--- src/source/muldiv_pkg.sv ---
package muldiv_pkg;

	// General purpose register value
	typedef logic [31:0] word_t;

	// Full product or HI:LO pair
	typedef logic [63:0] dword_t;

	// Operation codes in the numbering of the decode stage
	typedef enum logic [3:0] {
		MD_NOP   = 4'd0,
		MD_DIV   = 4'd1,
		MD_DIVU  = 4'd2,
		MD_MFHI  = 4'd3,
		MD_MFLO  = 4'd4,
		MD_MTHI  = 4'd5,
		MD_MTLO  = 4'd6,
		MD_MUL   = 4'd7,
		MD_MULT  = 4'd8,
		MD_MULTU = 4'd9
	} md_op_e;

	// One issued operation with both source operands
	typedef struct packed {
		md_op_e op;
		word_t  rs;
		word_t  rt;
	} md_req_t;

	// Word returned to the register file
	typedef struct packed {
		word_t data;
	} md_res_t;

	// Where a finished product goes
	typedef enum logic {
		MUL_TO_GPR  = 1'b0,
		MUL_TO_HILO = 1'b1
	} mul_dest_e;

	// Divider sequencing
	typedef enum logic [1:0] {
		DIV_IDLE = 2'd0,
		DIV_RUN  = 2'd1,
		DIV_FIX  = 2'd2
	} div_state_e;

endpackage

--- src/source/md_control.sv ---
`timescale 1ns/1ps

module md_control (
	input  logic                  clk,
	input  logic                  rst_n,
	input  logic                  req_valid,
	input  muldiv_pkg::md_req_t   req,
	input  logic                  mul_done,
	input  muldiv_pkg::mul_dest_e mul_dest,
	input  logic                  div_done,
	output logic                  busy,
	output logic                  mul_start,
	output logic                  div_start,
	output logic                  signed_mode,
	output muldiv_pkg::mul_dest_e mul_dest_sel,
	output logic                  wr_hi,
	output logic                  wr_lo,
	output logic                  rd_hi,
	output logic                  rd_lo
);

	logic       accept;
	logic       is_mul;
	logic       is_mult;
	logic       is_div;
	logic       is_read;
	logic       hilo_pend_q;
	logic [1:0] mul_rec_q;

	//////////////////////////////////////////////////////////////////////////
	// Decode
	//////////////////////////////////////////////////////////////////////////

	assign is_mul  = (req.op == muldiv_pkg::MD_MUL);
	assign is_mult = (req.op == muldiv_pkg::MD_MULT) || (req.op == muldiv_pkg::MD_MULTU);
	assign is_div  = (req.op == muldiv_pkg::MD_DIV) || (req.op == muldiv_pkg::MD_DIVU);
	assign is_read = (req.op == muldiv_pkg::MD_MFHI) || (req.op == muldiv_pkg::MD_MFLO);

	// Pending HI/LO write, or a read that could meet a MUL result
	assign busy   = hilo_pend_q || (req_valid && is_read && (mul_rec_q != 2'b00));
	assign accept = req_valid && !busy;

	// One dispatch strobe per accepted op
	assign mul_start = accept && (is_mul || is_mult);
	assign div_start = accept && is_div;
	assign wr_hi     = accept && (req.op == muldiv_pkg::MD_MTHI);
	assign wr_lo     = accept && (req.op == muldiv_pkg::MD_MTLO);
	assign rd_hi     = accept && (req.op == muldiv_pkg::MD_MFHI);
	assign rd_lo     = accept && (req.op == muldiv_pkg::MD_MFLO);

	// Signed ops
	assign signed_mode = (req.op == muldiv_pkg::MD_DIV)
		|| (req.op == muldiv_pkg::MD_MULT)
		|| (req.op == muldiv_pkg::MD_MUL);

	assign mul_dest_sel = is_mul ? muldiv_pkg::MUL_TO_GPR : muldiv_pkg::MUL_TO_HILO;

	//////////////////////////////////////////////////////////////////////////
	// Stall tracking
	//////////////////////////////////////////////////////////////////////////

	always_ff @(posedge clk or negedge rst_n)
	begin
		if (!rst_n)
		begin
			hilo_pend_q <= 1'b0;
			mul_rec_q   <= 2'b00;
		end
		else
		begin
			// Cleared when the update lands in HI/LO
			if (div_done || (mul_done && (mul_dest == muldiv_pkg::MUL_TO_HILO)))
				hilo_pend_q <= 1'b0;
			else if (accept && (is_mult || is_div))
				hilo_pend_q <= 1'b1;
			// One bit per multiplier stage
			mul_rec_q <= {mul_rec_q[0], accept && is_mul};
		end
	end

endmodule

--- src/source/md_divider.sv ---
`timescale 1ns/1ps

module md_divider (
	input  logic              clk,
	input  logic              rst_n,
	input  logic              div_start,
	input  muldiv_pkg::word_t dividend,
	input  muldiv_pkg::word_t divisor,
	input  logic              signed_mode,
	output logic              div_done,
	output muldiv_pkg::word_t quotient,
	output muldiv_pkg::word_t remainder
);

	muldiv_pkg::div_state_e state_q;
	logic [4:0]             step_q;
	muldiv_pkg::word_t      dvd_mag;
	muldiv_pkg::word_t      dvs_mag;
	muldiv_pkg::word_t      dvs_q;
	muldiv_pkg::word_t      rem_q;
	muldiv_pkg::word_t      quo_q;
	logic                   q_neg_q;
	logic                   r_neg_q;
	logic [32:0]            rem_shift;
	logic [33:0]            trial;
	logic                   load;

	// Operand magnitudes for the unsigned core
	assign dvd_mag = (signed_mode && dividend[31]) ? -dividend : dividend;
	assign dvs_mag = (signed_mode && divisor[31]) ? -divisor : divisor;

	assign load = (state_q == muldiv_pkg::DIV_IDLE) && div_start;

	//////////////////////////////////////////////////////////////////////////
	// Sequencer
	//////////////////////////////////////////////////////////////////////////

	always_ff @(posedge clk or negedge rst_n)
	begin
		if (!rst_n)
		begin
			state_q <= muldiv_pkg::DIV_IDLE;
			step_q  <= 5'd0;
		end
		else
		begin
			case (state_q)
				muldiv_pkg::DIV_IDLE:
				begin
					step_q <= 5'd0;
					if (div_start)
						state_q <= muldiv_pkg::DIV_RUN;
				end
				muldiv_pkg::DIV_RUN:
				begin
					step_q <= step_q + 5'd1;
					// Last of 32 quotient bits
					if (step_q == 5'd31)
						state_q <= muldiv_pkg::DIV_FIX;
				end
				muldiv_pkg::DIV_FIX:
					state_q <= muldiv_pkg::DIV_IDLE;
				default:
					state_q <= muldiv_pkg::DIV_IDLE;
			endcase
		end
	end

	//////////////////////////////////////////////////////////////////////////
	// Restoring shift-subtract datapath
	//////////////////////////////////////////////////////////////////////////

	// Next dividend bit enters from the top of the quotient register
	assign rem_shift = {rem_q, quo_q[31]};
	// Borrow in bit 33 means restore
	assign trial = {1'b0, rem_shift} - {2'b00, dvs_q};

	always_ff @(posedge clk)
	begin
		if (load)
		begin
			dvs_q   <= dvs_mag;
			quo_q   <= dvd_mag;
			rem_q   <= '0;
			q_neg_q <= signed_mode && (dividend[31] ^ divisor[31]);
			r_neg_q <= signed_mode && dividend[31];
		end
		else if (state_q == muldiv_pkg::DIV_RUN)
		begin
			if (!trial[33])
				rem_q <= trial[31:0];
			else
				rem_q <= rem_shift[31:0];
			quo_q <= {quo_q[30:0], !trial[33]};
		end
	end

	// Sign fix during the final cycle
	assign div_done  = (state_q == muldiv_pkg::DIV_FIX);
	assign quotient  = q_neg_q ? -quo_q : quo_q;
	assign remainder = r_neg_q ? -rem_q : rem_q;

endmodule

--- src/source/md_hilo.sv ---
`timescale 1ns/1ps

module md_hilo (
	input  logic                  clk,
	input  logic                  rst_n,
	input  logic                  wr_hi,
	input  logic                  wr_lo,
	input  muldiv_pkg::word_t     wr_data,
	input  logic                  rd_hi,
	input  logic                  rd_lo,
	input  logic                  mul_done,
	input  muldiv_pkg::mul_dest_e mul_dest,
	input  muldiv_pkg::dword_t    product,
	input  logic                  div_done,
	input  muldiv_pkg::word_t     quotient,
	input  muldiv_pkg::word_t     remainder,
	output logic                  res_valid,
	output muldiv_pkg::md_res_t   res
);

	muldiv_pkg::word_t hi_q;
	muldiv_pkg::word_t lo_q;
	logic              mul_gpr;

	assign mul_gpr = mul_done && (mul_dest == muldiv_pkg::MUL_TO_GPR);

	// HI and LO with at most one write source per cycle
	always_ff @(posedge clk or negedge rst_n)
	begin
		if (!rst_n)
		begin
			hi_q <= '0;
			lo_q <= '0;
		end
		else if (div_done)
		begin
			// Remainder to HI, quotient to LO
			hi_q <= remainder;
			lo_q <= quotient;
		end
		else if (mul_done && (mul_dest == muldiv_pkg::MUL_TO_HILO))
		begin
			{hi_q, lo_q} <= product;
		end
		else
		begin
			if (wr_hi)
				hi_q <= wr_data;
			if (wr_lo)
				lo_q <= wr_data;
		end
	end

	// Result strobe
	always_ff @(posedge clk or negedge rst_n)
	begin
		if (!rst_n)
			res_valid <= 1'b0;
		else
			res_valid <= rd_hi || rd_lo || mul_gpr;
	end

	// Result word from a move-from or a MUL low word
	always_ff @(posedge clk)
	begin
		if (rd_hi)
			res.data <= hi_q;
		else if (rd_lo)
			res.data <= lo_q;
		else if (mul_gpr)
			res.data <= product[31:0];
	end

endmodule

--- src/source/md_multiplier.sv ---
`timescale 1ns/1ps

module md_multiplier (
	input  logic                  clk,
	input  logic                  rst_n,
	input  logic                  mul_start,
	input  muldiv_pkg::word_t     a_in,
	input  muldiv_pkg::word_t     b_in,
	input  logic                  signed_mode,
	input  muldiv_pkg::mul_dest_e dest,
	output logic                  mul_done,
	output muldiv_pkg::mul_dest_e mul_dest,
	output muldiv_pkg::dword_t    product
);

	// Stage one payload of four 16x16 partials and the result sign
	typedef struct packed {
		muldiv_pkg::word_t ll;
		muldiv_pkg::word_t lh;
		muldiv_pkg::word_t hl;
		muldiv_pkg::word_t hh;
		logic              neg;
	} pp_t;

	muldiv_pkg::word_t     a_mag;
	muldiv_pkg::word_t     b_mag;
	pp_t                   pp_d;
	pp_t                   pp_q;
	logic                  s1_valid_q;
	muldiv_pkg::mul_dest_e s1_dest_q;
	muldiv_pkg::dword_t    sum;

	//////////////////////////////////////////////////////////////////////////
	// Stage one
	//////////////////////////////////////////////////////////////////////////

	// Operand magnitudes with negation only in signed mode
	assign a_mag = (signed_mode && a_in[31]) ? -a_in : a_in;
	assign b_mag = (signed_mode && b_in[31]) ? -b_in : b_in;

	assign pp_d.ll  = a_mag[15:0] * b_mag[15:0];
	assign pp_d.lh  = a_mag[15:0] * b_mag[31:16];
	assign pp_d.hl  = a_mag[31:16] * b_mag[15:0];
	assign pp_d.hh  = a_mag[31:16] * b_mag[31:16];
	// Product negative when operand signs differ
	assign pp_d.neg = signed_mode && (a_in[31] ^ b_in[31]);

	always_ff @(posedge clk or negedge rst_n)
	begin
		if (!rst_n)
		begin
			s1_valid_q <= 1'b0;
			s1_dest_q  <= muldiv_pkg::MUL_TO_GPR;
		end
		else
		begin
			s1_valid_q <= mul_start;
			s1_dest_q  <= dest;
		end
	end

	always_ff @(posedge clk)
	begin
		pp_q <= pp_d;
	end

	//////////////////////////////////////////////////////////////////////////
	// Stage two
	//////////////////////////////////////////////////////////////////////////

	// Align and add the partials
	assign sum = {32'd0, pp_q.ll}
		+ {16'd0, pp_q.lh, 16'd0}
		+ {16'd0, pp_q.hl, 16'd0}
		+ {pp_q.hh, 32'd0};

	always_ff @(posedge clk or negedge rst_n)
	begin
		if (!rst_n)
		begin
			mul_done <= 1'b0;
			mul_dest <= muldiv_pkg::MUL_TO_GPR;
		end
		else
		begin
			mul_done <= s1_valid_q;
			mul_dest <= s1_dest_q;
		end
	end

	always_ff @(posedge clk)
	begin
		product <= pp_q.neg ? -sum : sum;
	end

endmodule

--- src/source/md_unit.sv ---
`timescale 1ns/1ps

module md_unit (
	input  logic                clk,
	input  logic                rst_n,
	input  logic                req_valid,
	input  muldiv_pkg::md_req_t req,
	output logic                res_valid,
	output muldiv_pkg::md_res_t res,
	output logic                busy
);

	logic                  mul_start;
	logic                  div_start;
	logic                  signed_mode;
	muldiv_pkg::mul_dest_e mul_dest_sel;
	logic                  wr_hi;
	logic                  wr_lo;
	logic                  rd_hi;
	logic                  rd_lo;
	logic                  mul_done;
	muldiv_pkg::mul_dest_e mul_dest;
	muldiv_pkg::dword_t    product;
	logic                  div_done;
	muldiv_pkg::word_t     quotient;
	muldiv_pkg::word_t     remainder;

	// Decode, dispatch and stall
	md_control u_md_control (
		.clk          (clk),
		.rst_n        (rst_n),
		.req_valid    (req_valid),
		.req          (req),
		.mul_done     (mul_done),
		.mul_dest     (mul_dest),
		.div_done     (div_done),
		.busy         (busy),
		.mul_start    (mul_start),
		.div_start    (div_start),
		.signed_mode  (signed_mode),
		.mul_dest_sel (mul_dest_sel),
		.wr_hi        (wr_hi),
		.wr_lo        (wr_lo),
		.rd_hi        (rd_hi),
		.rd_lo        (rd_lo)
	);

	// Operands straight from the request
	md_multiplier u_md_multiplier (
		.clk         (clk),
		.rst_n       (rst_n),
		.mul_start   (mul_start),
		.a_in        (req.rs),
		.b_in        (req.rt),
		.signed_mode (signed_mode),
		.dest        (mul_dest_sel),
		.mul_done    (mul_done),
		.mul_dest    (mul_dest),
		.product     (product)
	);

	md_divider u_md_divider (
		.clk         (clk),
		.rst_n       (rst_n),
		.div_start   (div_start),
		.dividend    (req.rs),
		.divisor     (req.rt),
		.signed_mode (signed_mode),
		.div_done    (div_done),
		.quotient    (quotient),
		.remainder   (remainder)
	);

	// HI/LO file and result port
	md_hilo u_md_hilo (
		.clk       (clk),
		.rst_n     (rst_n),
		.wr_hi     (wr_hi),
		.wr_lo     (wr_lo),
		.wr_data   (req.rs),
		.rd_hi     (rd_hi),
		.rd_lo     (rd_lo),
		.mul_done  (mul_done),
		.mul_dest  (mul_dest),
		.product   (product),
		.div_done  (div_done),
		.quotient  (quotient),
		.remainder (remainder),
		.res_valid (res_valid),
		.res       (res)
	);

endmodule

--- config.mk ---
export PLATFORM = sky130hd
export DESIGN_NAME = md_unit
export DESIGN_NICKNAME = d
export VERILOG_FILES = /design/src/source/muldiv_pkg.sv /design/src/source/md_control.sv /design/src/source/md_divider.sv /design/src/source/md_hilo.sv /design/src/source/md_multiplier.sv /design/src/source/md_unit.sv
export SDC_FILE = /design/constraint.sdc
export NUM_CORES = 2
export LEC_CHECK = 0
export BUFFER_PORTS_ARGS = -buffer_cell sky130_fd_sc_hd__buf_2
export CAP_MARGIN = 20
export CORE_MARGIN = 4
export CORE_UTILIZATION = 55
export CTS_BUF_LIST = sky130_fd_sc_hd__clkbuf_8
export DETAILED_ROUTE_END_ITERATION = 10
export PLACE_DENSITY_LB_ADDON = 0.15
export RECOVER_POWER = 50
export SLEW_MARGIN = 20
export SYNTH_ARGS = -nofsm -noshare
export SYNTH_HDL_FRONTEND = slang
export SYNTH_SLANG_ARGS = --single-unit
--- constraint.sdc ---
create_clock -name clk -period 8.6 [get_ports clk]
set_clock_uncertainty 0.1 [all_clocks]
set_input_delay 0.86 -clock clk [delete_from_list [all_inputs] [get_ports clk]]
set_output_delay 0.86 -clock clk [all_outputs]
set_load 0.02 [all_outputs]
==> impl_metrics.sql <==
INSERT INTO impl_metrics (metric_group, metric, value, unit) VALUES
('sta', 'finalSetupViolations', '20', ''),
('routing', 'detailed_route_wire_length_per_cell', '22.98', 'um'),
('routing', 'detailedRoute.firstPassIterationCount', '8', ''),
('global_route', 'number_of_global_route_vias_before_repair', '48450', ''),
('routing', 'routed_via_density', '5.633', ''),
('place', 'detailedPlacementHpwl', '165.0', 'mm'),
('hold_path', 'timing.hold.worst_path_depth', '0', ''),
('sta', 'min_clock_period_post_route', '9.088', 'ns'),
('global_route', 'global_route_usage_sum', '37.28', '%'),
('synth', 'synth-async-reset-ratio', '19.65', '%'),
('clock_network', 'htree_num_levels', '3', ''),
('routing', 'dr.first_iter.drc_count', '4130', ''),
('critical_path', 'slowest_stage', 'sky130_fd_sc_hd__fa_1', ''),
('floorplan', 'die_area', '105700', 'um2'),
('global_route', 'grt_busiest_layer', 'met2', ''),
('floorplan', 'num_rows', '116', ''),
('cells_and_area', 'fin_area', '65950', 'um2'),
('floorplan', 'floorplan.initialDensity', '55.30', '%'),
('sta', 'post-route-worst-setup-slack', '-0.4883', 'ns'),
('floorplan', 'fp.dieW', '325.1', 'um'),
('synth', 'synth_enable_flop_cells', '98', ''),
('synth', 'synth_nets', '7853', ''),
('place', 'place_congestion', '1.029', ''),
('cells_and_area', 'final_nets', '8567', ''),
('critical_path', 'crit_path_start_kind', 'input port', ''),
('synth', 'synth.lib_cells_used.distinct', '90', ''),
('sta', 'worst-slew-pin-transition', '3.734', 'ns'),
('clock_network', 'tritoncts.num_buffers', '77', ''),
('sta', 'totalNegativeSetupSlack', '-4.089', 'ns'),
('cells_and_area', 'area_growth', '19.25', '%'),
('floorplan', 'top_level_ports', '105', ''),
('synth', 'synth_top_flop_cell', 'sky130_fd_sc_hd__dfxtp_1', ''),
('global_route', 'grt_remaining_overflow', '0', ''),
('synth', 'postSynthAreaPerCell', '8.553', 'um2'),
('routing', 'detail_route.wirelength', '196.4', 'mm'),
('critical_path', 'cp_slowest_stage_delay', '0.54', 'ns'),
('hold_path', 'hp-class', 'flip-flop to flip-flop', ''),
('critical_path', 'timing.critical_path.arrival', '9.68', 'ns'),
('synth', 'seq_area_frac_synth', '17.04', '%'),
('clock_network', 'path_clk_slew', '0.06', 'ns'),
('critical_path', 'worst_setup_path_end_kind', 'flip-flop', ''),
('cells_and_area', 'ratio_of_cells_with_drive_above_1_in_the_final_layout', '16.12', '%'),
('place', 'io_buffers', '104', ''),
('clock_network', 'cts_max_path_buffers', '3', ''),
('clock_network', 'clkLatencyLatePin', '0.78', 'ns'),
('routing', 'vias', '48140', ''),
('clock_network', 'root_buffer', 'sky130_fd_sc_hd__clkbuf_8', ''),
('synth', 'synth-warning-count', '0', ''),
('global_route', 'grt_first_pass_wirelength', '297.2', 'mm'),
('routing', 'drc', '0', ''),
('sta', 'slew-limit-headroom', '-149.0', '%'),
('sta', 'maxClockFrequency', '110.0', 'MHz'),
('sta', 'timing.hold.ws', '0.2541', 'ns'),
('sta', 'hold_violations', '0', ''),
('critical_path', 'criticalPathCategory', 'input port to flip-flop', ''),
('synth', 'syn_inst', '6466', ''),
('global_route', 'grt_use_met3', '10.87', '%'),
('run', 'max_cap_violations', '9', ''),
('global_route', 'grt_util_met2', '55.55', '%'),
('floorplan', 'core-area', '100000', 'um2'),
('clock_network', 'clock_sink_count', '402', ''),
('outcome', 'violations', 'capacitance limit, slew limit, setup timing', ''),
('sta', 'rsz0062_at_grt', 'yes', ''),
('floorplan', 'fp.dieH', '325.1', 'um'),
('clock_network', 'tritoncts', 'yes', ''),
('critical_path', 'worst-path-max-fanout', '4', ''),
('synth', 'syn_area', '55300', 'um2'),
('place', 'postPlaceCellArea', '63890', 'um2'),
('critical_path', 'cp_common_cell', 'sky130_fd_sc_hd__or3_4', ''),
('critical_path', 'required', '9.19', 'ns'),
('synth', 'ys_ff_latch', '402', ''),
('sta', 'post-route-period-util', '105.7', '%'),
('global_route', 'grt_antenna_before_repair', '9', ''),
('routing', 'drtAntennaViolNets', '0', ''),
('critical_path', 'worstRegToRegCells', '29', ''),
('global_route', 'grt_start_max_net_pins', '99', ''),
('outcome', 'outcome', 'finished, violations left', ''),
('sta', 'slew_violations', '405', ''),
('global_route', 'globalRouteMet1Util', '50.32', '%');
## stage by stage
stage / worst slack, ns / util [%] / std cells
after floorplan: -0.9108 / - / 6466
after global placement: -1.318 / 63.89 / 8381
after detailed placement: -1.402 / 63.89 / 8381
after CTS: -0.3256 / 65.77 / 8532
after global routing: -0.6951 / 65.94 / 8545
final: -0.4883 / 65.95 / 8547
## final cells by class
type                            count  area, um2
Multi-Input combinational cell   4725      41900
Fill cell                        8580      34060
Sequential cell                   402       9424
Timing Repair Buffer              905       7264
Inverter                         1069       4029
Tap cell                         1298       1624
Clock buffer                       90       1239
Clock inverter                     54      454.2
Antenna cell                        4      10.01
## layout by cell type, fill, tap and decap left out, types with 65 or more instances in the layout
cell type                     n
sky130_fd_sc_hd__dfrtp_1     79
sky130_fd_sc_hd__buf_4      691
sky130_fd_sc_hd__xor2_1     105
sky130_fd_sc_hd__fa_1       783
sky130_fd_sc_hd__ha_1       503
sky130_fd_sc_hd__nand3_1     76
sky130_fd_sc_hd__clkbuf_8    90
sky130_fd_sc_hd__nand2_1    925
sky130_fd_sc_hd__a21oi_1    203
sky130_fd_sc_hd__buf_2       65
sky130_fd_sc_hd__xnor2_1    262
sky130_fd_sc_hd__clkbuf_1    67
sky130_fd_sc_hd__o21ai_0    350
sky130_fd_sc_hd__dfxtp_1    225
sky130_fd_sc_hd__edfxtp_1    98
sky130_fd_sc_hd__inv_1     1059
sky130_fd_sc_hd__nor2_1     658
sky130_fd_sc_hd__buf_12      66
## per-layer routing
layer | share of wire (%) | vias up
li1 | - | 21960
met1 | 40 | 23390
met2 | 43 | 2289
met3 | 11 | 490
met4 | 5.8 | 6
met5 | 0.013 | -
## final timing paths
path / from / endpoint / slack, ns
max: req[33] / u_md_multiplier.pp_q[63] / -0.49
min: u_md_multiplier.s1_dest_q / u_md_multiplier.mul_dest / 0.25
max reg2reg: u_md_multiplier.pp_q[65] / u_md_multiplier.product[59] / 1.09
min reg2reg: u_md_multiplier.s1_dest_q / u_md_multiplier.mul_dest / 0.25
max in group asynchronous: rst_n / u_md_hilo.lo_q[9] / 3.73
min in group asynchronous: rst_n / u_md_hilo.hi_q[27] / 0.62
## synth_stat cells (all sizes together), types with 60 or more instances
| master | instances | area (um2) |
|---|---|---|
| nand3 | 77 | 385.4 |
| a21oi | 225 | 1126 |
| xor2 | 125 | 1095 |
| nor2 | 661 | 2481 |
| xnor2 | 282 | 2470 |
| nor3 | 60 | 300.3 |
| inv | 1055 | 3960 |
| dfxtp | 225 | 4504 |
| ha | 521 | 6519 |
| edfxtp | 98 | 2943 |
| o21ai | 367 | 1841 |
| dfrtp | 79 | 1977 |
| clkbuf | 253 | 950.9 |
| nand2 | 936 | 3513 |
| a21o | 60 | 450.4 |
| fa | 795 | 15920 |
## registers in the layout, summed over array words and instances, names as in the netlist, 2 cells and up
register                 cells
u_md_multiplier.pp_q       129
u_md_multiplier.product     64
u_md_hilo.res               32
u_md_divider.rem_q          32
u_md_divider.state_q         2
u_md_divider.dvs_q          32
u_md_divider.quo_q          32
u_md_control.mul_rec_q       2
u_md_divider.step_q          5
u_md_hilo.hi_q              32
u_md_hilo.lo_q              32
## kinds of logic (layout without fill, tap and decap cells)
family	Yosys count	in the layout	share of synthesized area, %
muxes	48	48	0.9027
buffers and inverters	1339	2118	9.138
and+or+nand+nor	2014	2014	15.47
other	0	4	0
AOI/OAI and AO/OA	940	940	10.43
adders and majority gates	1316	1316	40.57
DFF	402	402	17.04
xor gates and xnor gates	407	407	6.446
## worst max-delay path, delay by kind of cell
kind	cells	cell delay, ns
AO/OA/AOI/OAI	7	1.54
XOR/XNOR	2	0.28
adder cells (fa/ha/maj)	8	3.29
buffers and inverters	7	0.66
AND/OR/NAND/NOR	11	3.04
## what timing repair did
| item | in CTS | in global routing |
|---|---|---|
| setup endpoints to repair | 20 | 34 |
| resized for setup | 30 | 70 |
| buffers inserted | 6 | 12 |
| hold buffers | 1 | 0 |
| pin swaps | 17 | 52 |
| hold endpoints to repair | 14 | 0 |
Power is left out: the tool's default activity adds up to more than one toggle a clock period on the data nets, which glitch-free logic cannot reach.
